[config.mk]
export PLATFORM = sky130hd
export DESIGN_NAME = axi_read_slave
export DESIGN_NICKNAME = d
export VERILOG_FILES = /design/src/common/axi_mem_pkg.sv /design/src/axi_read/axi_read_slave.sv
export SDC_FILE = /design/constraint.sdc
export NUM_CORES = 1
export LEC_CHECK = 0
export BUFFER_PORTS_ARGS = -buffer_cell sky130_fd_sc_hd__clkbuf_2
export CORE_AREA = 2 2 101 103
export CTS_BUF_LIST = sky130_fd_sc_hd__clkbuf_16
export CTS_CLUSTER_DIAMETER = 80
export DETAILED_ROUTE_END_ITERATION = 7
export DIE_AREA = 0 0 103 105
export PLACE_DENSITY_LB_ADDON = 0.2
export REMOVE_ABC_BUFFERS = 1
export SLEW_MARGIN = 30
export SYNTH_ARGS = -nofsm -noshare
export SYNTH_HDL_FRONTEND = slang
export SYNTH_SLANG_ARGS = --single-unit
[constraint.sdc]
create_clock -name clk -period 2.2 [get_ports clk]
set_input_delay 0.22 -clock clk [delete_from_list [all_inputs] [get_ports clk]]
set_output_delay 0.22 -clock clk [all_outputs]
set_load 0.02 [all_outputs]
[src/common/axi_mem_pkg.sv]
// AXI4 memory slave
// shared types and constants
`default_nettype none

package axi_mem_pkg;

   // bus field types
   typedef logic [31:0] addr_t;      // byte address
   typedef logic [63:0] data_t;      // one beat
   typedef logic [7:0]  strb_t;      // byte lanes
   typedef logic [7:0]  len_t;       // beats minus one
   typedef logic [2:0]  size_t;      // log2 bytes per beat
   typedef logic [1:0]  burst_t;
   typedef logic [1:0]  resp_t;

   // storage
   typedef logic [9:0]  word_idx_t;  // word index into the array

   localparam int DATA_BYTES = 8;
   localparam int MEM_WORDS  = 1024;

   // largest legal transfer size, log2 of the bus width in bytes
   localparam int MAX_SIZE = $clog2(DATA_BYTES);

   // address bits that select a word, wraps into the memory size
   localparam int WORD_LSB = $clog2(DATA_BYTES);
   localparam int WORD_MSB = $clog2(DATA_BYTES * MEM_WORDS) - 1;

   // burst codes
   localparam burst_t BURST_FIXED = 2'd0;
   localparam burst_t BURST_INCR  = 2'd1;
   localparam burst_t BURST_WRAP  = 2'd2;
   localparam burst_t BURST_RSVD  = 2'd3;  // reserved, answered with slverr

   // response codes
   localparam resp_t RESP_OKAY   = 2'd0;
   localparam resp_t RESP_SLVERR = 2'd2;

endpackage

`default_nettype wire

[src/axi_read/axi_read_slave.sv]
// AXI4 read channel slave
`default_nettype none

module axi_read_slave (
   input  wire                          clk,
   input  wire                          rst,
   // read address
   input  wire axi_mem_pkg::addr_t      araddr,
   input  wire axi_mem_pkg::len_t       arlen,
   input  wire axi_mem_pkg::size_t      arsize,
   input  wire axi_mem_pkg::burst_t     arburst,
   input  wire                          arvalid,
   output logic                         arready,
   // read data
   output axi_mem_pkg::data_t           rdata,
   output axi_mem_pkg::resp_t           rresp,
   output logic                         rlast,
   output logic                         rvalid,
   input  wire                          rready,
   // address generator
   output logic                         ag_load,
   output logic                         ag_advance,
   input  wire axi_mem_pkg::addr_t      ag_addr,
   input  wire axi_mem_pkg::addr_t      ag_next_addr,
   // memory read port
   output axi_mem_pkg::word_idx_t       mem_raddr,
   input  wire axi_mem_pkg::data_t      mem_rdata
);

   typedef enum logic [1:0] {
      st_idle,
      st_fetch,
      st_send
   } state_t;

   state_t            state;
   axi_mem_pkg::len_t beat_cnt;
   axi_mem_pkg::len_t burst_len;
   logic              err;
   logic              ar_fire;
   logic              r_fire;
   logic              last_beat;

   assign ar_fire   = arvalid && arready;
   assign r_fire    = rvalid && rready;
   assign last_beat = beat_cnt == burst_len;

   assign arready = state == st_idle;
   assign rvalid  = state == st_send;
   assign rlast   = rvalid && last_beat;
   assign rresp   = err ? axi_mem_pkg::RESP_SLVERR : axi_mem_pkg::RESP_OKAY;
   assign rdata   = err ? '0 : mem_rdata;  // error bursts return zeros

   assign ag_load    = ar_fire;
   assign ag_advance = r_fire;

   // a taken beat fetches the following word for the next cycle
   // a stalled beat reads its own word again
   always_comb begin
      if (r_fire) begin
         mem_raddr = ag_next_addr[axi_mem_pkg::WORD_MSB:axi_mem_pkg::WORD_LSB];
      end else begin
         mem_raddr = ag_addr[axi_mem_pkg::WORD_MSB:axi_mem_pkg::WORD_LSB];
      end
   end

   always_ff @(posedge clk) begin
      if (rst) begin
         state    <= st_idle;
         beat_cnt <= '0;
         err      <= 1'b0;
      end else begin
         case (state)
            st_idle: begin
               if (ar_fire) begin
                  state    <= st_fetch;
                  beat_cnt <= '0;
                  err      <= arburst == axi_mem_pkg::BURST_RSVD;
               end
            end
            st_fetch: state <= st_send;  // first word in flight
            st_send: begin
               if (r_fire) begin
                  beat_cnt <= beat_cnt + axi_mem_pkg::len_t'(1);
                  if (last_beat) begin
                     state <= st_idle;
                  end
               end
            end
            default: state <= st_idle;
         endcase
      end
   end

   always_ff @(posedge clk) begin
      if (ar_fire) begin
         burst_len <= arlen;
      end
   end

   // stalled beat must not change under the master
   a_rdata_hold: assert property (@(posedge clk) disable iff (rst)
      rvalid && !rready |=> $stable(rdata));

   // size fits the bus and a wrap start is aligned to the size
   a_ar_legal: assert property (@(posedge clk) disable iff (rst)
      arvalid |-> arsize <= axi_mem_pkg::MAX_SIZE &&
         (arburst != axi_mem_pkg::BURST_WRAP ||
          (araddr & ((axi_mem_pkg::addr_t'(1) << arsize) - axi_mem_pkg::addr_t'(1))) == '0));

endmodule

`default_nettype wire

After elaboration in Yosys (flattened, before gate mapping)
Index checks and enable logic that the tools add are counted.
{ "word_totals": {"regBits": 19, "input_bits": 177, "out_inout_bits": 81, "word_cells": 30} }
{ "op_classes": {"addsub": 1, "n_eq_ne": 7, "mux": 10, "n_reduce_logical": 8} }
{ "ops": {"columns": ["op", "n"], "rows": [
  ["$mux W64", 1],
  ["$mux W8", 2],
  ["$pmux W8 S2", 1],
  ["$mux W10", 1],
  ["$add A8 B1 Y8 const B", 1],
  ["$eq A8 B8 Y1", 1],
  ["$mux W2", 4],
  ["$ne A2 B1 Y1 const B", 3],
  ["$pmux W2 S3", 1],
  ["$reduce_and A3 Y1", 2],
  ["$eq A2 B2 Y1 const B", 2],
  ["$logic_and A1 B1 Y1", 3],
  ["$eq A2 B1 Y1 const B", 1],
  ["$logic_not A2 Y1", 1],
  ["$reduce_and A2 Y1", 1],
  ["$reduce_bool A2 Y1", 1]
]} }

Logic depth before layout (Yosys ltp)
{ "depth": {"depth_word": 4, "mapped_depth": 6, "mapped_depth_nobuf": 5} }

Least setup slack after synthesis
No wires, ideal clock.
{ "synth_path": {"path_type": "reg-to-output", "from": "register state[0]", "to": "output mem_raddr[0]", "arrival_time_ns": 1.496, "t_required_ns": 1.980, "path_slack_ns": 0.484, "path_stages_with_launch": 6, "n_path_buf": 1, "cell_sequence": "dfxtp_1 > nand3b_1 > inv_1 > clkbuf_1 > nand2_1 > nand2_1"} }
{ "synth_between": {"elab_chain_cells": 3} }
{ "synth_lines": {"columns": ["item", "line", "rtl"], "rows": [
  ["start, declared", "axi_read_slave.sv:36", "state_t state;"],
  ["start signal, assigned", "axi_read_slave.sv:69", "state <= st_idle;"],
  ["start signal, assigned", "axi_read_slave.sv:76", "state <= st_fetch;"],
  ["start signal, assigned", "axi_read_slave.sv:81", "st_fetch: state <= st_send;"],
  ["$eq A2 B2 Y1", "axi_read_slave.sv:49", "assign rvalid = state == st_send;"],
  ["$logic_and A1 B1 Y1", "axi_read_slave.sv:45", "assign r_fire = rvalid && rready;"],
  ["named net ag_advance", "axi_read_slave.sv:22", "output logic ag_advance,"],
  ["$mux W10", "axi_read_slave.sv:60", "if (r_fire) begin"],
  ["end, declared", "axi_read_slave.sv:26", "output axi_mem_pkg::word_idx_t mem_raddr,"]
]} }
The timed path passes the listed nets, and every way through them passes these cells.

Worst setup path in the final report
{ "layout_path": {"from": "register burst_len[7]", "to": "output rlast"} }
{ "layout_between": {"elab_chain_cells": 2} }
{ "layout_lines": {"columns": ["item", "line", "rtl"], "rows": [
  ["start, declared", "axi_read_slave.sv:38", "axi_mem_pkg::len_t burst_len;"],
  ["start signal, assigned", "axi_read_slave.sv:97", "burst_len <= arlen;"],
  ["$eq A8 B8 Y1", "axi_read_slave.sv:46", "assign last_beat = beat_cnt == burst_len;"],
  ["$logic_and A1 B1 Y1", "axi_read_slave.sv:50", "assign rlast = rvalid && last_beat;"],
  ["end, declared", "axi_read_slave.sv:17", "output logic rlast,"]
]} }
No other way between the ends.

==> reports/results.txt <==
Max-Cap Viols: 0
clock insertion delay at the later pin of the skew report: 0.25 ns
most frequent cells in the layout: clkbuf_2 (177), nor2b_1 (65), nand2_1 (35)
Congestion Overflow GR: 0
P_sw: 468 uW
outcome: finished clean
Initial Util: 14.6%
Seq cells post-synth: 19
Gate Count Post-Synth: 182
Synth warnings: 0
Detail Route Antenna Nets: 0
via count: 1,858
worst min-delay path class: in -> reg
DR iter-0 viols: 51
Placement Cell Area: 2440 sq um
Finish-stage setup viols: 0
reg2reg path depth: 5
Final Hold Viols: 0
ANT cells: 0
post-route cell area: 2520 sq um
crit path launch type: flop
final WL: 7.06 mm
max-slew violations: 0
sinks on the clock net: 19
vias in the first global route: 1,721
pwr dens: 517 nW/um^2
share of cells above drive strength 1: 52.8%
Max Fclk: 0.571 GHz
Final period util: 79.6%
clock transition at the registers of the reported paths: 0.05 ns
routed vias/inst: 3.80
Yosys cell types: 26
Inserted Clock Buffers: 3
clock power share: 28.3%
CP cell instances: xnor2_1 -> nand4_1 -> nor4b_1 -> clkbuf_2
worst hold start: arlen[3]
Hold Crit Depth: 1
family with the most delay on the worst path: simple AND/OR/NAND/NOR gates
R2R Setup Slk: 0.60 ns
Pleak: 0.00133 uW
Avg Inst Size Synth: 7.75 sq um
drt wl/cell: 14.4 um
RR Endpoint: beat_cnt[7]
Combinational Power Share: 40.1%
Worst path max stage delay: 0.38 ns
Row Count: 36
initial antenna violation count: 0
Die H: 105 um
Root Driver: clkbuf_16
Pint: 836 uW
hold-critical path endpoint: burst_len[3]
postcts setup bufs: 0
# H-tree levels: 1
Worst Path Buf+Inv: 1
Layout fillers: 1,125
Setup CP Type: reg -> out
Sw Share: 35.9%
DRC viols: 0
CP required: 1.98 ns
I/O pin count: 258
Post-Syn Area: 1410 sq um
total power draw: 1300 uW
Synth-to-Final Area Change: 78.7%
first-pass GRT wire length: 9.72 mm
Port Buf Inserts: 177
DRT Pass-1 Iters: 5
CTS tree: built
post-synthesis sequential area ratio: 32.7%
Hold WS: 0.143 ns
Reg-to-Reg Start: state[1]
core area: 9640 sq um
RSZ-0062 raised after global routing: no
Post-DP HPWL: 6.21 mm
Setup Skew: 0.00275 ns
Setup TNS Final: 0 ns
Worst path slowest cell: edfxtp_1
hold buffers post-CTS: 0
sequential power share: 31.6%
Async S/R FF share, synth: 0%
number of flops mapped to enable cells by yosys: 8
maximum fanout along the worst path: 2
Max Buffers Root-to-Sink: 2
Resized Gates After CTS: 0
Most used DFF post-synth: dfxtp_1
commonest non-fill, non-tap cell in the layout: clkbuf_2
worst endpoint data arrival time: 1.53 ns
Final Util: 26.1%
Max IR drop VDD: 0.456 mV
crit path capture type: primary output
nets@finish: 535
die width: 103 um
largest net degree at the start of global routing: 32
Final min period: 1.75 ns
GRT Resource Usage Total: 12.1%
die area: 10,800 sq um
GPL Wtd Cong: 0.836
## registers in the layout, summed over array words and instances (netlist names)
name,flops
beat_cnt,8
burst_len,8
state,2
err,1
## worst max path at each step
| stage | startpoint | endpoint | slack [ns] | cells past startpoint |
|---|---|---|---|---|
| 2_1_floorplan | err | rdata[0] | 0.21 | 1 |
| 3_3_place_gp | state[1] | beat_cnt[7] | 0.63 | 5 |
| 3_5_place_dp | state[1] | beat_cnt[7] | 0.60 | 5 |
| 4_1_cts | burst_len[7] | rlast | 0.40 | 4 |
| 5_1_grt | state[1] | mem_raddr[8] | 0.26 | 5 |
| 6_report | burst_len[7] | rlast | 0.45 | 4 |
## layout make-up
type | count | area [sq um] | share of cell area (%)
Sequential cell | 19 | 462 | 18.3
Clock buffer | 3 | 75.1 | 2.98
Timing Repair Buffer | 182 | 923 | 36.6
Tap cell | 133 | 166 | 6.60
Clock inverter | 1 | 3.75 | 0.149
Inverter | 3 | 11.3 | 0.447
Multi-Input combinational cell | 148 | 878 | 34.9
## per-layer routing
metal  share of wire, %  track usage, %  vias up  wire, um
li1                   -               -      919         -
met1                 38            13.4      817      2720
met2                 44            20.0      118      3140
met3                 17            7.63        4      1170
met4               0.52            1.22        0        37
met5                  0               0        -         0
## Yosys cell counts (all sizes together), types with 3 or more instances
cell    instances  area share (%)
dfxtp          11              16
nor2           10             2.8
inv             3            0.80
o21ai           4             1.4
nand2          35             9.3
clkbuf          9             2.4
xnor2          12             7.5
edfxtp          8              17
buf             3             1.9
nand3           4             1.4
a21oi           3             1.1
nor2b          65              29
## stage by stage
step                      instances  setup slack (ns)
after floorplan                 170             0.214
after global placement          485             0.625
after detailed placement        485             0.603
after CTS                       489             0.395
after global routing            489             0.261
final                           489             0.449
## cell families after synthesis
family / count (synthesis) / synth area share [%]
and+or+nand+nor: 119 / 45.1
DFF: 19 / 32.7
buffers and inverters: 15 / 5.06
xor gates and xnor gates: 14 / 8.70
AOI/OAI and AO/OA: 12 / 6.65
adders and majority gates: 1 / 0.887
other: 1 / 0.266
muxes: 1 / 0.710
## power by group through the flow
stage	Sequential [uW]	Combinational [uW]	Clock (uW)
after floorplan	421	276	0
after global placement	419	529	0
after detailed placement	419	531	0
after CTS	412	535	376
after global routing	415	573	396
final	412	523	369
Power figures use the tool's default switching activity.
