===== src/common/axi_mem_pkg.sv =====
// AXI4 memory slave
// shared types and constants
`default_nettype none

package axi_mem_pkg;

   // bus field types
   typedef logic [31:0] addr_t;      // byte address
   typedef logic [63:0] data_t;      // one beat
   typedef logic [7:0]  strb_t;      // byte lanes
   typedef logic [7:0]  len_t;       // beats minus one
   typedef logic [2:0]  size_t;      // log2 bytes per beat
   typedef logic [1:0]  burst_t;
   typedef logic [1:0]  resp_t;

   // storage
   typedef logic [9:0]  word_idx_t;  // word index into the array

   localparam int DATA_BYTES = 8;
   localparam int MEM_WORDS  = 1024;

   // largest legal transfer size, log2 of the bus width in bytes
   localparam int MAX_SIZE = $clog2(DATA_BYTES);

   // address bits that select a word, wraps into the memory size
   localparam int WORD_LSB = $clog2(DATA_BYTES);
   localparam int WORD_MSB = $clog2(DATA_BYTES * MEM_WORDS) - 1;

   // burst codes
   localparam burst_t BURST_FIXED = 2'd0;
   localparam burst_t BURST_INCR  = 2'd1;
   localparam burst_t BURST_WRAP  = 2'd2;
   localparam burst_t BURST_RSVD  = 2'd3;  // reserved, answered with slverr

   // response codes
   localparam resp_t RESP_OKAY   = 2'd0;
   localparam resp_t RESP_SLVERR = 2'd2;

endpackage

`default_nettype wire


===== src/source/burst_addr_gen.sv =====
// burst beat address generator
`default_nettype none

module burst_addr_gen (
   input  wire                          clk,
   input  wire                          rst,
   input  wire                          load,
   input  wire axi_mem_pkg::addr_t      start_addr,
   input  wire axi_mem_pkg::size_t      size,
   input  wire axi_mem_pkg::len_t       len,
   input  wire axi_mem_pkg::burst_t     burst,
   input  wire                          advance,
   output axi_mem_pkg::addr_t           addr,
   output axi_mem_pkg::addr_t           next_addr
);

   axi_mem_pkg::size_t  cur_size;
   axi_mem_pkg::len_t   cur_len;
   axi_mem_pkg::burst_t cur_burst;
   axi_mem_pkg::addr_t  beat_bytes;
   axi_mem_pkg::addr_t  aligned;
   axi_mem_pkg::addr_t  wrap_mask;

   assign beat_bytes = axi_mem_pkg::addr_t'(1) << cur_size;
   assign aligned    = addr & ~(beat_bytes - axi_mem_pkg::addr_t'(1));

   // block of (len+1) beats, minus one
   assign wrap_mask = ((axi_mem_pkg::addr_t'(cur_len) + axi_mem_pkg::addr_t'(1)) << cur_size)
                      - axi_mem_pkg::addr_t'(1);

   always_comb begin
      case (cur_burst)
         axi_mem_pkg::BURST_INCR: next_addr = aligned + beat_bytes;
         axi_mem_pkg::BURST_WRAP:
            next_addr = (addr & ~wrap_mask) | ((aligned + beat_bytes) & wrap_mask);
         default: next_addr = addr;  // fixed, reserved stays put too
      endcase
   end

   always_ff @(posedge clk) begin
      if (rst) begin
         addr      <= '0;
         cur_size  <= '0;
         cur_len   <= '0;
         cur_burst <= axi_mem_pkg::BURST_INCR;
      end else if (load) begin
         addr      <= start_addr;
         cur_size  <= size;
         cur_len   <= len;
         cur_burst <= burst;
      end else if (advance) begin
         addr <= next_addr;
      end
   end

   // wrap bursts are only defined for 2, 4, 8 or 16 beats
   a_wrap_len: assert property (@(posedge clk) disable iff (rst)
      load && burst == axi_mem_pkg::BURST_WRAP |-> len inside {8'd1, 8'd3, 8'd7, 8'd15});

endmodule

`default_nettype wire


===== config.mk =====
export PLATFORM = sky130hd
export DESIGN_NAME = burst_addr_gen
export DESIGN_NICKNAME = d
export VERILOG_FILES = /design/src/common/axi_mem_pkg.sv /design/src/source/burst_addr_gen.sv
export SDC_FILE = /design/constraint.sdc
export NUM_CORES = 1
export LEC_CHECK = 0
export BUFFER_PORTS_ARGS = -buffer_cell sky130_fd_sc_hd__buf_2
export CAP_MARGIN = 20
export CORE_UTILIZATION = 53
export CTS_CLUSTER_DIAMETER = 200
export DETAILED_ROUTE_END_ITERATION = 8
export PLACE_DENSITY = 0.89
export SYNTH_ARGS = -nofsm -noshare
export SYNTH_HDL_FRONTEND = slang
export SYNTH_SLANG_ARGS = --single-unit

===== constraint.sdc =====
create_clock -name clk -period 5.1 [get_ports clk]
set_input_delay 0.255 -clock clk [delete_from_list [all_inputs] [get_ports clk]]
set_output_delay 0.255 -clock clk [all_outputs]
set_load 0.01 [all_outputs]

# Yosys cells after proc, flatten, opt, wreduce, memory -nomap -nowiden
# Cells that the tools add are included.
[word_totals]
register_bits = 45
wordCells = 22
input_bits = 49
output_inout_bits = 64
[op_classes]
n_shift = 2
eq_ne = 2
bitwise = 6
n_addsub = 4
mux = 3
n_reduce_logical = 1
[ops]
columns = ["cell", "n"]
rows = [
  ["32-bit AND", 3],
  ["32-bit 2-to-1 mux", 2],
  ["32-bit NOT", 2],
  ["32-bit case mux with 2 select lines", 1],
  ["32-bit by 1-bit subtractor with 32-bit output (second input constant)", 2],
  ["32-bit adder", 1],
  ["32-bit OR", 1],
  ["1-bit by 3-bit left shift with 32-bit output (first input constant)", 1],
  ["9-bit by 3-bit left shift with 32-bit output", 1],
  ["8-bit by 1-bit adder with 9-bit output (second input constant)", 1],
  ["2-bit by 1-bit equality test with 1-bit output (second input constant)", 1],
  ["2-bit equality test (second input constant)", 1],
  ["2-bit nonzero test", 1],
]

# Depth between registers and ports, before layout
[depth]
word_depth = 10
depth_mapped = 17
mapped_depth_nobuf = 16

# Least setup slack after synthesis
# Ideal clock, no wire load.
[synth_timing]
path_kind = "register to output"
from = "register cur_size[2]"
to = "output port next_addr[17]"
arrival_time_ns = 3.862
path_slack_ns = 0.983
stages_incl_launch_ff = 15
t_required_ns = 4.845
path_buffers = 4
path_cell_list = "dfxtp_1 -> buf_2 -> buf_2 -> buf_1 -> clkbuf_1 -> nor3_1 -> ha_1 -> nor4bb_1 -> o21ai_0 -> a2111oi_2 -> o21ai_2 -> nor3_2 -> a21oi_1 -> a311o_1 -> a311oi_1"
[synth_between]
elab_chain_len = 8
word_cells_on_any_way = 12
classes_between = "add/sub (3); shift (2); mux (1); bitwise (6)"
[synth_rtl]
columns = ["item", "line", "source"]
rows = [
  ["start: declaration", "burst_addr_gen.sv:17", "axi_mem_pkg::size_t cur_size;"],
  ["start signal: assignment", "burst_addr_gen.sv:48", "cur_size <= size;"],
  ["1-bit by 3-bit left shift with 32-bit output", "burst_addr_gen.sv:24", "assign beat_bytes = axi_mem_pkg::addr_t'(1) << cur_size;"],
  ["32-bit by 1-bit subtractor with 32-bit output", "burst_addr_gen.sv:25", "assign aligned = addr & ~(beat_bytes - axi_mem_pkg::addr_t'(1));"],
  ["32-bit NOT", "burst_addr_gen.sv:25", ""],
  ["32-bit AND", "burst_addr_gen.sv:25", ""],
  ["32-bit adder", "burst_addr_gen.sv:33, burst_addr_gen.sv:35", ""],
  ["32-bit AND", "burst_addr_gen.sv:35", "next_addr = (addr & ~wrap_mask) | ((aligned + beat_bytes) & wrap_mask);"],
  ["32-bit OR", "burst_addr_gen.sv:35", ""],
  ["32-bit case mux with 2 select lines (*)", "burst_addr_gen.sv:32", "case (cur_burst)"],
  ["end: declaration", "burst_addr_gen.sv:14", "output axi_mem_pkg::addr_t next_addr"],
]
# Every way passes the cells marked *; elsewhere a longest branch is shown, timed or not.

# Final worst setup path
[layout_timing]
from = "register cur_len[0]"
to = "output port next_addr[26]"
[layout_between]
elab_chain_len = 7
word_cells_on_any_way = 8
classes_between = "add/sub (2); shift (1); mux (1); bitwise (4)"
[layout_rtl]
columns = ["item", "line", "source"]
rows = [
  ["start: declaration", "burst_addr_gen.sv:18", "axi_mem_pkg::len_t cur_len;"],
  ["start signal: assignment", "burst_addr_gen.sv:49", "cur_len <= len;"],
  ["8-bit by 1-bit adder with 9-bit output (*)", "burst_addr_gen.sv:28", "assign wrap_mask = ((axi_mem_pkg::addr_t'(cur_len) + axi_mem_pkg::addr_t'(1)) << cur_size)"],
  ["9-bit by 3-bit left shift with 32-bit output (*)", "burst_addr_gen.sv:28", ""],
  ["32-bit by 1-bit subtractor with 32-bit output (*)", "burst_addr_gen.sv:29", "- axi_mem_pkg::addr_t'(1);"],
  ["32-bit NOT", "burst_addr_gen.sv:35", ""],
  ["32-bit AND", "burst_addr_gen.sv:35", ""],
  ["32-bit OR (*)", "burst_addr_gen.sv:35", ""],
  ["32-bit case mux with 2 select lines (*)", "burst_addr_gen.sv:32", ""],
]
# Marked as above.

==> results.rst <==
.. list-table::
   :header-rows: 1

   * - Metric
     - Value
   * - Number of buffer cells added on primary ports
     - 112
   * - Class of the most critical hold timing path
     - in2reg
   * - Number of antenna violations at the first check in global routing
     - 0
   * - Pin count of the biggest net entering global routing
     - 42
   * - Area of the core region
     - approximately 9400 um^2
   * - RSZ-0062 raised after global routing
     - no
   * - Synthesized-area fraction occupied by ao, oa, aoi and oai cells
     - 35.2%
   * - Number of warnings reported in the yosys synthesis log
     - 0
   * - Insertion delay to the later sink of the worst-skew pair
     - 320 ps
   * - Status
     - complete, no violations
   * - Fraction of synthesis flops using an asynchronous set or reset pin
     - 0%
   * - Global routing usage summed across all routing layers
     - 33.9%
   * - Effective utilization at floorplan
     - 55.7%
   * - Sequential standard cell area
     - 901 um^2
   * - Avg Vias per Cell
     - ~6.6
   * - Cts bufs inserted
     - 5
   * - Sequential element share of the synthesized area
     - between 15 and 20%
   * - Final hold violation count
     - 0
   * - Synth-to-Final Area Change
     - 12.7%
   * - Detail-routed net length per standard cell
     - 18.4 um
   * - Count of maximum capacitance violations
     - 0
   * - Floorplan die width
     - 101 um
   * - Share of the cycle needed by the critical path after routing
     - ~90%
   * - Post-route cell area
     - 5900 um^2
   * - Kind of launch point of the worst setup path
     - register
   * - Number of search-and-repair iterations in the first detailed-routing pass
     - 7
   * - Main combinational cell family by area after synthesis
     - compound AO/OA/AOI/OAI gates
   * - Detail Route Antenna Nets
     - 0
   * - Share of layout cells above drive strength 1
     - 23.2%
   * - Combinational share of power
     - between 40% and 50%
   * - Share of synthesized cell area in full adder, half adder and majority cells
     - about 2.3%
   * - Shortest period the worst path allows
     - 4550 ps
   * - Final layout net count
     - roughly 880
   * - Post-synthesis sequential element count
     - 45
   * - Clock tree root driver cell
     - clkbuf_8
   * - Number of buffers added to fix hold violations after cts
     - 0
   * - Number of design rule violations left after detail routing
     - 0
   * - Die area
     - 10,300 um^2
   * - Multi-input gate area in the final layout
     - approximately 4000 um^2
   * - Peak supply drop
     - 0.000137 V
   * - Leading cell types in the layout, fill and taps excluded
     - 112 x buf_2, 91 x nor2_1, 80 x nand2_1, 45 x dfxtp_1, 41 x a21oi_1
   * - Arr. time, crit path
     - 4290 ps
   * - Delay of the slowest cell on the worst path
     - 770 ps
   * - Slowest library cell on the worst path
     - nor3_1
   * - Total number of placement rows
     - 35
   * - Gate count of the mapped netlist
     - 741
   * - Main synth FF type
     - dfxtp_1
   * - Mux share of post-synthesis cell area
     - under 10%
   * - Share of total power consumed by net switching
     - 43.4%
   * - Critical Path, Cell by Cell
     - ha_1 -> nand3_2 -> mux2_2 -> o2bb2ai_1 -> a221oi_1 -> a21o_1 -> nand3_2 -> nor3_1 -> o21ai_0 -> a2bb2oi_1 -> buf_2
   * - Clock H-tree levels
     - 2
   * - Number of flops mapped to enable cells by yosys
     - 0
   * - Dpl hpwl
     - 12,800 um
   * - Transition time at the pin with the least slew margin
     - 1060 ps
   * - Relative max-transition margin
     - 29.2%
   * - CTS tree
     - built
   * - Final count of negative-setup-slack endpoints
     - 0
   * - Internal power contribution
     - around 0.00066 W
   * - Post-Synth XOR/XNOR Area
     - 3.18%
   * - Total vias in the final route
     - 6,314
   * - Register share of total power
     - 36.1%
   * - Static leakage power
     - ~2.6 nW
   * - Critical path start-end classification
     - reg2out
   * - Largest clock skew in the final design
     - ~7.6 ps
   * - Simple-gate share of the synthesized area
     - 31.1%
   * - Max Clock Freq
     - 220 MHz
   * - Average footprint of a synthesized cell
     - 7.07 um^2
   * - Remaining global-route overflow
     - 0
   * - Clock-pin slew on the worst setup and hold paths
     - 110 ps
   * - Die Ht
     - 101 um
   * - Post-CTS sizing
     - 0
   * - Mapped Nets
     - 799
   * - Number of clock sinks
     - between 40 and 50
   * - Number of primary I/O pins
     - 113
   * - Pwr dens
     - 198 nW/um^2
   * - Final worst hold slack
     - 118 ps
   * - Via count of the first global-routing pass
     - 5,529
   * - Final Routed Wirelength
     - around 17,000 um
   * - Kind of end point of the critical path
     - primary output
   * - Setup fix buffers added after clock tree synthesis
     - 0
   * - Synthesized area
     - 5240 um^2
   * - Most common cell after layout, fill and taps aside
     - buf_2
   * - Required arrival time at the worst endpoint
     - 4850 ps
   * - Switching component of the power
     - 0.000506 W
   * - GPL Wtd Cong
     - between 0.9 and 1
   * - # diodes
     - 0
   * - Fill cell instance count of the final layout
     - 848
   * - Critical Path Fanout Max
     - 13
   * - Number of library cell types mapped by synthesis
     - between 100 and 150
   * - Most Frequent Cell on Critical Path
     - nand3_2
   * - Clock network fraction of total power
     - 22.0%
   * - DRC marker count from the first detailed-route iteration
     - 830
   * - Number of buffers on the longest clock path
     - 2
   * - Setup TNS Final
     - 0 ps
   * - Post-DP Area
     - between 5000 and 6000 um^2
   * - Global-route wire length before repair
     - about 28,000 um
   * - Number of max-slew violations in the final report
     - 0
-- critical path: cells and delay by family (launching register included) --
kind	cells	cell delay, ps
AND/OR/NAND/NOR	3	1100
adder cells (fa/ha/maj)	1	450
flip-flops	1	610
multiplexers	1	320
buffers and inverters	1	170
AO/OA/AOI/OAI	5	1330
-- cell type report --
type	count	area share (%)
sequential	45	15.3
inverter	27	1.72
multi-input combinational	619	67.9
clock buffer	5	1.17
tap	129	2.73
clock inverter	3	0.360
timing repair buffer	123	10.9
-- registers in the layout (all words and copies together), names as in the netlist --
name       flops
addr          32
cur_len        8
cur_size       3
cur_burst      2
-- through the flow --
step / std cells / utilization [%] / worst slack, ps / power [W]
5_1_grt: 951 / 62.7 / 145 / 0.00122
6_report: 951 / 62.7 / 554 / 0.00117
4_1_cts: 950 / 62.6 / 649 / 0.00115
3_3_place_gp: 942 / 61.7 / 1120 / 0.000894
2_1_floorplan: 741 / - / 983 / 0.000757
3_5_place_dp: 942 / 61.7 / 1030 / 0.000900
-- path summary, 6_finish.rpt --
path	endpoint	start	slack, ps	cells past startpoint
setup / recovery	next_addr[26]	cur_len[0]	550	11
hold / removal	addr[5]	start_addr[5]	120	3
hold reg to reg	cur_burst[0]	cur_burst[0]	530	2
setup reg to reg	addr[22]	cur_len[0]	1040	11
-- kinds of logic (layout without fill, tap and decap cells) --
family / after synthesis / after routing
flops: 45 / 45
simple gates: 321 / 321
compound gates: 247 / 247
xor+xnor: 19 / 19
mux: 23 / 23
buf+inv: 77 / 158
fa+ha+maj: 9 / 9
-- metal layers --
metal,wire (um),track usage [%],vias up
li1,-,-,2929
met1,7220,47.5,2877
met2,7740,52.3,459
met3,2070,5.73,49
met4,452,11.7,0
met5,0,0,-
-- power groups by stage --
| stage | sequential, W | clock, W | combinational [W] |
|---|---|---|---|
| after floorplan | 0.000415 | 0 | 0.000342 |
| after global placement | 0.000425 | 0 | 0.000469 |
| after detailed placement | 0.000427 | 0 | 0.000473 |
| after CTS | 0.000419 | 0.000255 | 0.000476 |
| after global routing | 0.000425 | 0.000270 | 0.000528 |
| final | 0.000421 | 0.000257 | 0.000490 |
-- cell usage after synthesis, types with 7 or more instances --
| library cell | number | area, um^2 |
|---|---|---|
| o21a_1 | 13 | 97.6 |
| o21ai_0 | 38 | 190 |
| buf_2 | 7 | 35.0 |
| nand2_1 | 80 | 300 |
| and3_1 | 18 | 113 |
| or3_1 | 8 | 50.1 |
| dfxtp_1 | 45 | 901 |
| ha_1 | 8 | 100 |
| xnor2_1 | 12 | 105 |
| buf_4 | 7 | 52.6 |
| o211ai_1 | 13 | 97.6 |
| nand3_1 | 36 | 180 |
| xor2_1 | 7 | 61.3 |
| nor3_1 | 21 | 105 |
| a21oi_1 | 41 | 205 |
| nor2_1 | 91 | 342 |
| a211oi_1 | 9 | 67.6 |
| or2_2 | 9 | 56.3 |
| mux2i_1 | 18 | 180 |
| a21o_1 | 9 | 67.6 |
| o31ai_1 | 7 | 52.6 |
| inv_1 | 26 | 97.6 |
| clkbuf_1 | 32 | 120 |
| a31oi_1 | 22 | 138 |
(Power assumes the default switching activity.)
