File: config.mk
export PLATFORM = sky130hd
export DESIGN_NAME = axi_write_slave
export DESIGN_NICKNAME = d
export VERILOG_FILES = /design/src/common/axi_mem_pkg.sv /design/src/axi_write/axi_write_slave.sv
export SDC_FILE = /design/constraint.sdc
export NUM_CORES = 1
export LEC_CHECK = 0
export ABC_AREA = 1
export BUFFER_PORTS_ARGS = -buffer_cell sky130_fd_sc_hd__buf_2
export CAP_MARGIN = 10
export CORE_AREA = 5 5 93 95
export CTS_BUF_LIST = sky130_fd_sc_hd__clkbuf_4
export CTS_CLUSTER_DIAMETER = 50
export CTS_CLUSTER_SIZE = 14
export DETAILED_ROUTE_END_ITERATION = 6
export DIE_AREA = 0 0 98 100
export PLACE_DENSITY = 0.66
export SYNTH_ARGS = -nofsm -noshare
export SYNTH_HDL_FRONTEND = slang
export SYNTH_SLANG_ARGS = --single-unit
File: constraint.sdc
create_clock -name clk -period 1.1 [get_ports clk]
set_input_delay 0.055 -clock clk [delete_from_list [all_inputs] [get_ports clk]]
set_output_delay 0.055 -clock clk [all_outputs]
set_load 0.03 [all_outputs]
File: src/common/axi_mem_pkg.sv
// AXI4 memory slave
// shared types and constants
`default_nettype none

package axi_mem_pkg;

   // bus field types
   typedef logic [31:0] addr_t;      // byte address
   typedef logic [63:0] data_t;      // one beat
   typedef logic [7:0]  strb_t;      // byte lanes
   typedef logic [7:0]  len_t;       // beats minus one
   typedef logic [2:0]  size_t;      // log2 bytes per beat
   typedef logic [1:0]  burst_t;
   typedef logic [1:0]  resp_t;

   // storage
   typedef logic [9:0]  word_idx_t;  // word index into the array

   localparam int DATA_BYTES = 8;
   localparam int MEM_WORDS  = 1024;

   // largest legal transfer size, log2 of the bus width in bytes
   localparam int MAX_SIZE = $clog2(DATA_BYTES);

   // address bits that select a word, wraps into the memory size
   localparam int WORD_LSB = $clog2(DATA_BYTES);
   localparam int WORD_MSB = $clog2(DATA_BYTES * MEM_WORDS) - 1;

   // burst codes
   localparam burst_t BURST_FIXED = 2'd0;
   localparam burst_t BURST_INCR  = 2'd1;
   localparam burst_t BURST_WRAP  = 2'd2;
   localparam burst_t BURST_RSVD  = 2'd3;  // reserved, answered with slverr

   // response codes
   localparam resp_t RESP_OKAY   = 2'd0;
   localparam resp_t RESP_SLVERR = 2'd2;

endpackage

`default_nettype wire

File: src/axi_write/axi_write_slave.sv
// AXI4 write channel slave
`default_nettype none

module axi_write_slave (
   input  wire                          clk,
   input  wire                          rst,
   // write address
   input  wire axi_mem_pkg::addr_t      awaddr,
   input  wire axi_mem_pkg::len_t       awlen,
   input  wire axi_mem_pkg::size_t      awsize,
   input  wire axi_mem_pkg::burst_t     awburst,
   input  wire                          awvalid,
   output logic                         awready,
   // write data
   input  wire axi_mem_pkg::data_t      wdata,
   input  wire axi_mem_pkg::strb_t      wstrb,
   input  wire                          wlast,
   input  wire                          wvalid,
   output logic                         wready,
   // write response
   output axi_mem_pkg::resp_t           bresp,
   output logic                         bvalid,
   input  wire                          bready,
   // address generator
   output logic                         ag_load,
   output logic                         ag_advance,
   input  wire axi_mem_pkg::addr_t      ag_addr,
   // memory write port
   output logic                         mem_we,
   output axi_mem_pkg::word_idx_t       mem_waddr,
   output axi_mem_pkg::data_t           mem_wdata,
   output axi_mem_pkg::strb_t           mem_wstrb
);

   typedef enum logic [1:0] {
      st_idle,
      st_receive,
      st_respond
   } state_t;

   state_t            state;
   axi_mem_pkg::len_t beat_cnt;
   axi_mem_pkg::len_t burst_len;
   logic              err;        // reserved burst type seen on aw
   logic              aw_fire;
   logic              w_fire;
   logic              last_beat;

   assign aw_fire   = awvalid && awready;
   assign w_fire    = wvalid && wready;
   assign last_beat = beat_cnt == burst_len;

   assign awready = state == st_idle;  // aw waits while a burst runs
   assign wready  = state == st_receive;
   assign bvalid  = state == st_respond;
   assign bresp   = err ? axi_mem_pkg::RESP_SLVERR : axi_mem_pkg::RESP_OKAY;

   // generator takes the aw fields directly at the handshake
   assign ag_load    = aw_fire;
   assign ag_advance = w_fire;

   assign mem_we    = w_fire && !err;
   assign mem_waddr = ag_addr[axi_mem_pkg::WORD_MSB:axi_mem_pkg::WORD_LSB];
   assign mem_wdata = wdata;
   assign mem_wstrb = wstrb;

   always_ff @(posedge clk) begin
      if (rst) begin
         state    <= st_idle;
         beat_cnt <= '0;
         err      <= 1'b0;
      end else begin
         case (state)
            st_idle: begin
               if (aw_fire) begin
                  state    <= st_receive;
                  beat_cnt <= '0;
                  err      <= awburst == axi_mem_pkg::BURST_RSVD;
               end
            end
            st_receive: begin
               if (w_fire) begin
                  beat_cnt <= beat_cnt + axi_mem_pkg::len_t'(1);
                  if (last_beat) begin
                     state <= st_respond;
                  end
               end
            end
            st_respond: begin
               if (bready) begin
                  state <= st_idle;  // b held until taken
               end
            end
            default: state <= st_idle;
         endcase
      end
   end

   always_ff @(posedge clk) begin
      if (aw_fire) begin
         burst_len <= awlen;
      end
   end

   // master's wlast has to agree with the length given on aw
   a_wlast: assert property (@(posedge clk) disable iff (rst)
      w_fire |-> wlast == last_beat);

   // size fits the bus, wrap start aligned to size
   a_aw_legal: assert property (@(posedge clk) disable iff (rst)
      awvalid |-> awsize <= axi_mem_pkg::MAX_SIZE &&
         (awburst != axi_mem_pkg::BURST_WRAP ||
          (awaddr & ((axi_mem_pkg::addr_t'(1) << awsize) - axi_mem_pkg::addr_t'(1))) == '0));

endmodule

`default_nettype wire

Word level (Yosys, flattened, before mapping)
Cells that the tools add are included.
Storage, ports and cells
  output and inout port bits: 90
  logic and storage cells: 31
  flip-flop bits (word level): 19
  input bits: 155
Cells by class
  reduce and logical (&&, ||, !) cells: 9
  muxes and demuxes: 9
  equal/unequal tests: 8
  add/sub/neg operators: 1
Operators with widths (number)
  two-way mux 8 bit: 2
  one-hot mux 8 bit (2 select lines): 1
  two-way mux 2 bit: 5
  adder 8 x 1 -> 8 bit, second input constant: 1
  equality test 8 bit: 1
  inequality test 2 x 1 -> 1 bit, second input constant: 4
  one-hot mux 2 bit (3 select lines): 1
  equality test 2 bit, second input constant: 2
  AND reduction 4 bit: 1
  logical AND 1 bit: 3
  AND reduction 3 bit: 1
  equality test 2 x 1 -> 1 bit, second input constant: 1
  logical NOT 2 bit: 1
  AND reduction 2 bit: 1
  nonzero test 2 bit: 1
  logical NOT 1 bit: 1

Logic depth before layout (Yosys ltp)
Gate-level depths: netlist of the first run.
  depth in word-level cells: 4
  mapped depth: 9
  depth with buffers taken out: 9

Least setup slack after synthesis of the first run
OpenSTA, ideal clock, no wires.
  path kind: register to register
  start: register state[1]
  end: register burst_len[0] (enable)
  data arrival time: 1248 ps
  setup slack: -521 ps
  buffers on the path: 0
  stages on the path, launching flop included: 4
  required time: 726 ps
  clock period less this slack: 1621 ps
  cells stage by stage: dfxtp_1 > nor2_2 > nand2_2 > inv_1
Between the ends
  longest elaborated chain between the ends: 2
RTL lines
  start, declared: line axi_write_slave.sv:41  | state_t state;
  start signal, assigned: line axi_write_slave.sv:69  | state <= st_idle;
  start signal, assigned: line axi_write_slave.sv:76  | state <= st_receive;
  start signal, assigned: line axi_write_slave.sv:85  | state <= st_respond;
  logical NOT 2 bit: line axi_write_slave.sv:53  | assign awready = state == st_idle;
  via awready: line axi_write_slave.sv:13  | output logic awready,
  logical AND 1 bit: line axi_write_slave.sv:49  | assign aw_fire = awvalid && awready;
  via ag_load: line axi_write_slave.sv:25  | output logic ag_load,
  end signal, assigned: line axi_write_slave.sv:101  | burst_len <= awlen;
  end, declared: line axi_write_slave.sv:43  | axi_mem_pkg::len_t burst_len;
The timed path passes the listed nets, and every way through them passes these cells.
A chain may end at the register's enable or synchronous reset.

Final worst setup path of the first run
  start: register state[0]
  end: output mem_we
Between the ends
  longest elaborated chain between the ends: 3
RTL lines
  equality test 2 x 1 -> 1 bit: line axi_write_slave.sv:54  | assign wready = state == st_receive;
  logical AND 1 bit: line axi_write_slave.sv:50  | assign w_fire = wvalid && wready;
  logical AND 1 bit: line axi_write_slave.sv:62  | assign mem_we = w_fire && !err;
  end, declared: line axi_write_slave.sv:29  | output logic mem_we,
No other way between the ends.

==> summary.md, run 1 <==
| Metric | Value |
|---|---|
| Global route hottest layer | met2 |
| Share of Yosys cell area claimed by the top area cell type | 0.388 |
| Initial core utilization | 0.215 |
| Final Worst Setup Slack | -0.206 ns |
| N_diodes | 0 |
| Cells after synthesis | 212 |
| Design area | 1850 um^2 |
| Clk network pwr share | 0.224 |
| Final net count | 346 |
| Final Cycle Share | 1.19 |
| Failing checks | setup timing |
| Post-synth top area cell | buf_4 |
| Syn_nets | 368 |
| Grt met3 use | 0.109 |
| WL per Instance | 18.9 um |
| Tightest Hold Check Type | input pin to register |
| CP Class | register to primary output |
| Synth warn | 0 |
| Slowest-stage cell, CP | dfxtp_4 |
| Worst Path Buf+Inv | 3 |
| Placed Instance Area | 1380 um^2 |
| Synth unique cells | 24 |
| Part of the Yosys area used for sequential elements | 0.280 |
| Clock-pin slew on the worst setup and hold paths | 0.11 ns |
| Drt via density | 3.91 |
| Detail Placement HPWL | 4.45 mm |
| Largest net degree at the start of global routing | 12 |
| Count leader, synth | buf_4 |
| CTS root buf | clkbuf_4 |
| Final Hold Fails | 0 |
| Vias in the first global route | 1152 |
| Io pins | 245 |
| Peak Freq | 766 MHz |
| Post-synth EDFFs | 8 |
| Pwr Density | 882 nW/um^2 |
| Worst path cell trace | inv_4, nor2_4, nand2_4, buf_6, nor2_4, buf_6 |
| Count of input and output buffers | 21 |
| Antenna violations before repair | 0 |
| WHS | 0.0603 ns |
| Sink Count | 19 |
| Cts bufs inserted | 3 |
| Crit. End Element | primary output |
| Area growth from synthesis to layout | 12.2% |
| Clk buf depth | 2 |
| CP delay by family, top | flip-flops |
| Die area | 9800 um^2 |
| Tmin final | 1.31 ns |
| Number of synthesized register bits | 19 |
| Ys async rst share | 0 |
| Crit path launch type | register |
| Total track usage | 0.101 |
| Worst skew pair latency | 0.30 ns |
| Die Width | 98 um |
| CP max stage delay | 0.40 ns |
| RD Place Congestion | 0.848 |
| Worst vdd ir | 0.559 mV |
| Filler cells | 792 |
| Max Cap Viol | 0 |
| Die height | 100 um |
| Setup Skew | 0.00314 ns |
| Maximum fanout along the worst path | 3 |
| Met1 usage | 0.0642 |
| Status | finished with violations |
| Area of the core | 7650 um^2 |
| First drt pass iteration count | 4 |
| RSZ-0062 raised after global routing | true |
| Combinational share of power | 0.292 |
| Main synth FF type | dfxtp_1 |
| Flop pwr share | 0.484 |
| Fraction of layout cells with a size suffix above 1 | 0.566 |
| CP arrival | 1.25 ns |
| Vias post-DR | 1138 |
| DRC | 0 |
| Grt ovf | 0 |
| FP Rows | 32 |
| CP required | 1.04 ns |
| H-tree levels | 1 |
| DRT iter0 DRCs | 14 |
| Switching pwr | 484 uW |
| Avg Cell Area, Syn | 7.77 um^2 |
| P_int | 1140 uW |
| Leakage | 0.000760 uW |
| WL final | 5.49 mm |
| Synth top area cells | buf_4 39%, edfxtp_1 15%, dfxtp_1 13% |
| GR Util met2 | 0.174 |
| CTS tree | yes |
| Mapped Area | 1650 um^2 |
| Final ANT Viol Nets | 0 |
| First-pass GRT wire length | 7.35 mm |
| # setup viols final | 24 |
| Sw Share | 0.297 |
| Synth top cells by count | 85 x buf_4, 33 x nand2_1, 23 x inv_1, 11 x dfxtp_1 |
| Max Slew Vio Count | 0 |
-- cell usage in the layout, fill, tap and decap left out, types with 6 or more instances in the layout --
master,Yosys,layout
buf_2,0,15
buf_4,85,14
buf_6,0,19
dlygate4sd3_1,0,10
edfxtp_1,8,8
inv_1,23,16
inv_2,2,6
nand2_1,33,28
nand2_2,3,6
nor2_4,3,9
-- metal layers --
layer,wire [um],share of wire
met4,255,0.046
met5,36,0.0066
met3,1390,0.25
met2,2640,0.48
met1,1170,0.21
-- worst register-to-register path, stage by stage (launching register included) --
cell     delay [ns]
dfxtp_4        0.40
inv_4          0.04
nor2_4         0.12
nand2_4        0.07
buf_6          0.12
nand2_8        0.10
nand2_4        0.06
nor2_4         0.12
nand3_2        0.07
nand2_1        0.08
a21oi_2        0.03
-- power by group through the flow --
stage               sequential [uW]  clock (uW)  combinational [uW]
finish                          789         364                 476
global route                    793         395                 511
CTS                             787         371                 388
detailed placement              802           0                 271
global placement                800           0                 267
floorplan                       798           0                 727
-- path summary, 6_finish.rpt --
| kind | cells after the start | slack [ns] | start | to |
|---|---|---|---|---|
| max | 6 | -0.21 | state[0]$_SDFFE_PP0P_ | mem_we |
| min | 2 | 0.06 | rst | state[0]$_SDFFE_PP0P_ |
| max reg2reg | 10 | -0.19 | state[0]$_SDFFE_PP0P_ | beat_cnt[4]$_SDFFE_PP0P_ |
| min reg2reg | 2 | 0.53 | err$_SDFFE_PP0P_ | err$_SDFFE_PP0P_ |
-- per-stage QoR --
stage / TNS, ns / utilization / power [uW] / std cells / worst slack (ns)
floorplan: -3.06 / - / 1530 / 212 / -0.206
global placement: -0.492 / 0.180 / 1070 / 264 / -0.0631
detailed placement: -0.893 / 0.180 / 1070 / 264 / -0.0920
CTS: -2.50 / 0.219 / 1550 / 285 / -0.227
global route: -3.81 / 0.241 / 1700 / 291 / -0.258
finish: -2.71 / 0.241 / 1630 / 291 / -0.206
-- what timing repair did --
action / CTS / global route
endpoints found under the hold margin: 9 / 0
resized for setup: 33 / 39
gates cloned: 0 / 0
setup endpoints to repair: 20 / 25
setup buffers: 8 / 6
hold buffers: 10 / 0
pin swaps: 7 / 11
-- final cells by class --
| type | instances | area [um^2] | share of cell area |
|---|---|---|---|
| clock inverters | 1 | 5.00 | 0.00271 |
| clock buffers | 3 | 22.5 | 0.0122 |
| flip-flops and latches | 19 | 474 | 0.257 |
| well taps | 102 | 128 | 0.0691 |
| repair buffers | 59 | 514 | 0.278 |
| inverters | 25 | 108 | 0.0583 |
| multi-input cells | 82 | 596 | 0.322 |
-- registers in the layout, summed over array words and instances (netlist names) --
| register | count |
|---|---|
| beat_cnt | 8 |
| burst_len | 8 |
| err | 1 |
| state | 2 |
-- logic make-up (layout without fill, tap and decap cells) --
logic type / count (synthesis) / count (layout) / share of synthesized area
buf+inv: 111 / 88 / 0.447
simple gates: 63 / 63 / 0.198
flops: 19 / 19 / 0.280
compound gates: 15 / 15 / 0.0547
xor+xnor: 2 / 2 / 0.0106
fa+ha+maj: 1 / 1 / 0.00760
other cells: 1 / 1 / 0.00228
(Power assumes the default switching activity.)
==> inputs of run 2 (changes only) <==
--- a/config.mk
+++ b/config.mk
@@ -8,5 +8,4 @@
 export ABC_AREA = 1
 export BUFFER_PORTS_ARGS = -buffer_cell sky130_fd_sc_hd__buf_2
-export CAP_MARGIN = 10
 export CORE_AREA = 5 5 93 95
 export CTS_BUF_LIST = sky130_fd_sc_hd__clkbuf_4
==> constraint.sdc (replaced) <==
create_clock -name clk -period 1.1 [get_ports clk]
set_input_delay 0.275 -clock clk [delete_from_list [all_inputs] [get_ports clk]]
set_output_delay 0.275 -clock clk [all_outputs]
set_load 0.03 [all_outputs]
==> run 2 against run 1 <==
Net effect:
- the run still ends with setup timing left
- critical path depth is 1 lower
- maximum frequency fell by 7.4%
- clock power barely moved
- global-route usage fell by 0.25 points
- via count fell by 9.6%
- clock skew up 0.0052 ns
- critical path type unchanged
==> summary.md, run 2 (synthesis results as in run 1) <==
| Metric | Value |
|---|---|
| Max Cap Viol | 0 (unchanged) |
| Cts bufs inserted | 3 (unchanged) |
| Io pins | 245 (unchanged) |
| Total track usage | 0.0980 (-0.00252) |
| CTS tree | yes |
| Drt via density | 3.74 (-4.3%) |
| PnR Total Power | 1520 uW (-6.7%) |
| DRT iter0 DRCs | 21 (+7) |
| Vias in the first global route | 1127 (-2.2%) |
| Final Worst Setup Slack | -0.310 ns (-0.104 ns) |
| RD Place Congestion | 0.819 (-3.4%) |
| Reg2Reg Setup Slack | -0.23 ns (-0.04 ns) |
| Die area | 9800 um^2 (unchanged) |
| DRC | 0 (unchanged) |
| Commonest non-fill, non-tap cell in the layout | nand2_1 |
| Max Slew Vio Count | 0 (unchanged) |
| CP required | 0.82 ns (-0.22 ns) |
| Pwr Density | 937 nW/um^2 (+6.2%) |
| N_diodes | 0 (unchanged) |
| Detail Placement HPWL | 4.43 mm (-0.44%) |
| WL final | 4.99 mm (-9.1%) |
| Status | finished with violations |
| Area growth from synthesis to layout | -1.44% |
| Largest registers | beat_cnt: 8 flops, burst_len: 8 flops, state: 2 flops |
| Final Cycle Share | 1.28 (+0.0947) |
| # setup viols final | 23 (-4.2%) |
| Count of input and output buffers | 21 (unchanged) |
| Final ANT Viol Nets | 0 (unchanged) |
| Clk buf depth | 2 (unchanged) |
| CP Class | register to primary output |
| H-tree levels | 1 (unchanged) |
| Maximum fanout along the worst path | 3 (unchanged) |
| Reg-to-reg startpoint | state[1]$_SDFFE_PP0P_ |
| RSZ-0062 raised after global routing | true |
| First drt pass iteration count | 4 (unchanged) |
| Worst vdd ir | 0.734 mV (+31%) |
| Vias post-DR | 1029 (-9.6%) |
| FP Rows | 32 (unchanged) |
| Crit. End Element | primary output |
| Setup Skew | 0.00833 ns (+0.00519 ns) |
| Worst skew pair latency | 0.30 ns (about the same) |
| Failing checks | setup timing |
| Largest net degree at the start of global routing | 12 (unchanged) |
| CTS root buf | clkbuf_4 |
| Grt ovf | 0 (unchanged) |
| Fraction of layout cells with a size suffix above 1 | 0.543 (-0.0228) |
| RR Endpoint | beat_cnt[4]$_SDFFE_PP0P_ |
| Final net count | 330 (-4.6%) |
| Tmin final | 1.41 ns (+0.104 ns) |
| Area of the core | 7650 um^2 (unchanged) |
| Worst Setup EP | mem_we |
| Die height | 100 um (unchanged) |
| R2R depth | 9 (-1) |
| Tightest Hold Check Type | input pin to register |
| Die Width | 98 um (unchanged) |
| CP startpoint | state[0]$_SDFFE_PP0P_ |
| Antenna violations before repair | 0 (unchanged) |
| Peak Freq | 709 MHz (-7.4%) |
| Leakage | 0.000674 uW (-11%) |
| CP arrival | 1.13 ns (-0.12 ns) |
| First-pass GRT wire length | 7.09 mm (-3.5%) |
| Clock-pin slew on the worst setup and hold paths | 0.12 ns (about the same) |
| Setup WS pre-CTS | -0.128 ns (-0.0363 ns) |
| WL per Instance | 18.1 um (-3.8%) |
| Crit path launch type | register |
| Final Hold Fails | 0 (unchanged) |
| Sink Count | 19 (unchanged) |
| Most frequent cells in the layout | 31 x nand2_1, 17 x inv_1, 15 x buf_4, 14 x buf_2, 14 x buf_6 |
| # hold bufs at CTS | 0 (-10) |
| Initial core utilization | 0.215 (unchanged) |
## run 2: cell count changes in the layout (fill, tap and decap cells not counted), moves of 2 or more
cell           before  now
nor2_2              0    3
buf_6              19   14
a21oi_1             4    6
nor2_4              9    6
nand2_1            28   31
nand2_2             6    4
dlygate4sd3_1      10    0
## run 2: metal layers
metal,global-route usage,share of wire,vias up,wire length (um)
met4,0.0543,0.051,2,256
met2,0.160,0.45,83,2220
li1,-,-,498,-
met3,0.119,0.29,24,1420
met1,0.0586,0.21,422,1050
met5,0.0308,0.0062,-,31
## run 2: repair_timing
item	4_1_cts	5_1_grt
gates resized for setup	38	16
cloned	0	0
pin swaps	7	7
endpoints found under the setup margin	26	26
buffers inserted	6	4
## run 2: per-stage QoR
stage / setup TNS (ns) / area (um^2) / util / instances / hold WS, ns
after floorplan: -3.43 / 1680 / - / 212 / 0.374
after global placement: -0.564 / 1380 / 0.180 / 263 / 0.453
after detailed placement: -1.12 / 1380 / 0.180 / 263 / 0.454
after CTS: -3.45 / 1570 / 0.205 / 273 / 0.131
after global routing: -4.86 / 1620 / 0.212 / 275 / 0.121
final: -3.33 / 1620 / 0.212 / 275 / 0.140
## run 2: cell type report
type / count / area (um^2)
Clock buffer: 3 / 22.5
Clock inverter: 1 / 5.00
Fill cell: 835 / 6020
Inverter: 25 / 103
Multi-Input combinational cell: 82 / 547
Sequential cell: 19 / 478
Tap cell: 102 / 128
Timing Repair Buffer: 43 / 340
## run 2: critical path, stage by stage, from the launching register on
cell and delay [ns]:
dfxtp_4 0.40, inv_4 0.04, nor2_4 0.12, nand2_4 0.08
nor2_4 0.08, buf_6 0.13
## run 2: where the power goes
part,switching [uW],internal [uW]
combinational,199,172
sequential,22.3,766
clock,225,135
total,446,1070
## run 2: how the worst min path moves through the flow
stage / from / slack (ns) / end / cells after the start
after floorplan: awlen[0] / 0.37 / burst_len[0]$_DFFE_PP_ / 0
after global placement: awlen[5] / 0.45 / burst_len[5]$_DFFE_PP_ / 1
after detailed placement: awlen[6] / 0.45 / burst_len[6]$_DFFE_PP_ / 1
after CTS: awlen[6] / 0.13 / burst_len[6]$_DFFE_PP_ / 1
after global routing: awlen[2] / 0.12 / burst_len[2]$_DFFE_PP_ / 1
final: awlen[6] / 0.14 / burst_len[6]$_DFFE_PP_ / 1
==> inputs of run 3 (changes only) <==
--- a/config.mk
+++ b/config.mk
@@ -8,11 +8,13 @@
 export ABC_AREA = 1
 export BUFFER_PORTS_ARGS = -buffer_cell sky130_fd_sc_hd__buf_2
-export CORE_AREA = 5 5 93 95
+export CELL_PAD_IN_SITES_DETAIL_PLACEMENT = 1
+export CELL_PAD_IN_SITES_GLOBAL_PLACEMENT = 2
+export CORE_MARGIN = 5
+export CORE_UTILIZATION = 11
 export CTS_BUF_LIST = sky130_fd_sc_hd__clkbuf_4
 export CTS_CLUSTER_DIAMETER = 50
 export CTS_CLUSTER_SIZE = 14
 export DETAILED_ROUTE_END_ITERATION = 6
-export DIE_AREA = 0 0 98 100
-export PLACE_DENSITY = 0.66
+export PLACE_DENSITY = 0.78
 export SYNTH_ARGS = -nofsm -noshare
 export SYNTH_HDL_FRONTEND = slang
==> constraint.sdc (replaced) <==
create_clock -name clk -period 1.1 [get_ports clk]
set_input_delay 0.11 -clock clk [delete_from_list [all_inputs] [get_ports clk]]
set_output_delay 0.11 -clock clk [all_outputs]
set_load 0.03 [all_outputs]
==> run 3 against run 2 <==
Net effect:
- global-route usage is 5.5 points lower
- clock power is 6.1% higher
- critical path depth is 1 higher
- critical path type unchanged
- final area is 23% higher
- power is 9.5% higher
- combinational power is 34% higher
- sequential share of layout area is 5.4 points lower
- via count is 10% higher
- utilization is 7.6 points lower
- maximum frequency is 3.2% higher
- the flow still finishes with violations (setup timing)
- worst hold slack worse by 0.11 ns
==> summary.md, run 3 (synthesis results as in run 1) <==
| Metric | Value |
|---|---|
| Status | finished with violations |
| Failing checks | setup timing |
| Sink Count | 19 (unchanged) |
| Design area | 1990 um^2 (+23%) |
| Io pins | 245 (unchanged) |
| CP delay by family, top | flip-flops |
| Initial core utilization | 0.113 (-0.102) |
| Filler cells | 1714 (+110%) |
| FP Rows | 44 (+38%) |
| Setup Skew | 0.0104 ns (+0.00209 ns) |
| CP Class | register to primary output |
| Leakage | 0.000819 uW (+22%) |
| Final ANT Viol Nets | 0 (unchanged) |
| Cts bufs inserted | 3 (unchanged) |
| DRT iter0 DRCs | 27 (+29%) |
| N_diodes | 0 (unchanged) |
| Hold endpoint | err$_SDFFE_PP0P_ |
| Clock-pin slew on the worst setup and hold paths | 0.12 ns (about the same) |
| Pwr Density | 835 nW/um^2 (-11%) |
| Worst Hold Launch | awburst[1] |
| Maximum fanout along the worst path | 3 (unchanged) |
| WL final | 4.01 mm (-20%) |
| RR Endpoint | beat_cnt[5]$_SDFFE_PP0P_ |
| Count of input and output buffers | 21 (unchanged) |
| Area growth from synthesis to layout | 21.0% |
| Final Hold Fails | 0 (unchanged) |
| First-pass GRT wire length | 6.21 mm (-12%) |
| Reg2Reg Setup Slack | -0.22 ns (about the same) |
| WHS Path Cells | 3 (+2) |
| RD Place Congestion | 0.722 (-12%) |
| Fraction of layout cells with a size suffix above 1 | 0.585 (+0.0413) |
| Crit. End Element | primary output |
| Total track usage | 0.0431 (-0.0549) |
| Area of the core | 14600 um^2 (+91%) |
| Vias in the first global route | 1278 (+13%) |
| Max Cap Viol | 0 (unchanged) |
| Largest registers | beat_cnt: 8 flops, burst_len: 8 flops, state: 2 flops |
| # setup viols final | 25 (+8.7%) |
| Crit path launch type | register |
| Tmin final | 1.37 ns (-0.0439 ns) |
| RSZ-0062 raised after global routing | true |
| Commonest non-fill, non-tap cell in the layout | nand2_1 |
| Final Cycle Share | 1.24 (-0.0399) |
| Worst skew pair latency | 0.32 ns (+0.02 ns) |
| CP max stage delay | 0.38 ns (-0.02 ns) |
| Peak Freq | 732 MHz (+3.2%) |
| Clk buf depth | 2 (unchanged) |
| Detail Placement HPWL | 2.80 mm (-37%) |
| CP required | 0.99 ns (+0.17 ns) |
| R2R depth | 10 (+1) |
| H-tree levels | 1 (unchanged) |
| First drt pass iteration count | 2 (-2) |
| Die Width | 132 um (+35%) |
| Most frequent cells in the layout | 30 x nand2_1, 23 x buf_4, 19 x buf_6, 17 x inv_1, 15 x buf_2 |
| CP arrival | 1.26 ns (+0.13 ns) |
| Final Worst Setup Slack | -0.266 ns (+0.0439 ns) |
| Worst Path Buf+Inv | 3 (+1) |
| Placed Instance Area | 1530 um^2 (+11%) |
| CTS root buf | clkbuf_4 |
| Grt ovf | 0 (unchanged) |
| Drt via density | 2.99 (-20%) |
| Die area | 17500 um^2 (+79%) |
| Max Slew Vio Count | 0 (unchanged) |
| Worst vdd ir | 0.363 mV (-50%) |
| Reg-to-reg startpoint | state[0]$_SDFFE_PP0P_ |
| DRC | 0 (unchanged) |
| Die height | 132 um (+32%) |
| PnR Total Power | 1660 uW (+9.5%) |
| Largest net degree at the start of global routing | 12 (unchanged) |
| Vias post-DR | 1135 (+10%) |
| CTS tree | yes |
| WL per Instance | 10.6 um (-42%) |
| Worst path cell trace | inv_2, nor2_4, nand2_4, buf_6, nor2_4, buf_6 |
| Final net count | 352 (+6.7%) |
| Slowest-stage cell, CP | dfxtp_4 |
| Antenna violations before repair | 0 (unchanged) |
| Tightest Hold Check Type | input pin to register |
-- run 3: changes by cell type in the layout (fill, tap and decap cells not counted), sizes merged --
cell	change
buf	+14
dlygate4sd3	+8
-- run 3: layout make-up --
class | instances | area [um^2] | area share
clock buffers | 3 | 22.5 | 0.0113
repair buffers | 65 | 542 | 0.272
multi-input cells | 82 | 609 | 0.306
flip-flops and latches | 19 | 479 | 0.240
inverters | 25 | 105 | 0.0527
well taps | 184 | 230 | 0.116
clock inverters | 1 | 5.00 | 0.00251
-- run 3: worst register-to-register path, stage by stage, from the launching register on --
cell	delay (ns)
dfxtp_4	0.38
inv_2	0.04
nor2_4	0.11
nand2_4	0.07
buf_4	0.15
nand2_8	0.11
nand2_4	0.06
nor2_4	0.14
nand3_2	0.08
nand2_2	0.06
a21oi_2	0.03
-- run 3: how the worst max path moves through the flow --
stage                                   from                        to  slack, ns  cells after the start
floorplan              state[0]$_SDFFE_PP0P_  beat_cnt[5]$_SDFFE_PP0P_      -0.21                      9
global placement    beat_cnt[0]$_SDFFE_PP0P_  beat_cnt[5]$_SDFFE_PP0P_      -0.08                      7
detailed placement  beat_cnt[3]$_SDFFE_PP0P_  beat_cnt[6]$_SDFFE_PP0P_      -0.13                      6
CTS                    state[0]$_SDFFE_PP0P_                    mem_we      -0.29                      6
global route           state[0]$_SDFFE_PP0P_                    mem_we      -0.33                      6
finish                 state[0]$_SDFFE_PP0P_                    mem_we      -0.27                      6
-- run 3: per-layer routing --
layer,share of wire,global-route usage,vias to the layer above
met4,0.052,0.0339,0
met1,0.35,0.0445,528
met5,0,0,-
met2,0.52,0.0721,40
met3,0.080,0.0134,31
li1,-,-,536
-- run 3: power by group --
group	switching [uW]	total, uW	internal [uW]
logic	254	498	245
registers	18.7	784	765
clock network	247	383	137
total	519	1660	1150
-- run 3: through the flow --
step | utilization | hold slack [ns] | worst slack, ns | std cells | setup TNS, ns
3_3_place_gp | 0.105 | 0.220 | -0.0757 | 352 | -0.724
3_5_place_dp | 0.105 | 0.220 | -0.129 | 352 | -1.38
6_report | 0.137 | 0.0309 | -0.266 | 379 | -4.33
5_1_grt | 0.137 | 0.0265 | -0.335 | 379 | -5.87
2_1_floorplan | - | 0.209 | -0.206 | 212 | -3.12
4_1_cts | 0.127 | 0.0353 | -0.293 | 372 | -4.60
-- run 3: timing repair --
| action | CTS | global route |
|---|---|---|
| resized for setup | 47 | 26 |
| gates cloned | 0 | 0 |
| buffers inserted | 8 | 7 |
| hold buffers | 8 | 0 |
| endpoints found under the hold margin | 8 | 0 |
| pin swaps | 10 | 15 |
| endpoints found under the setup margin | 24 | 26 |
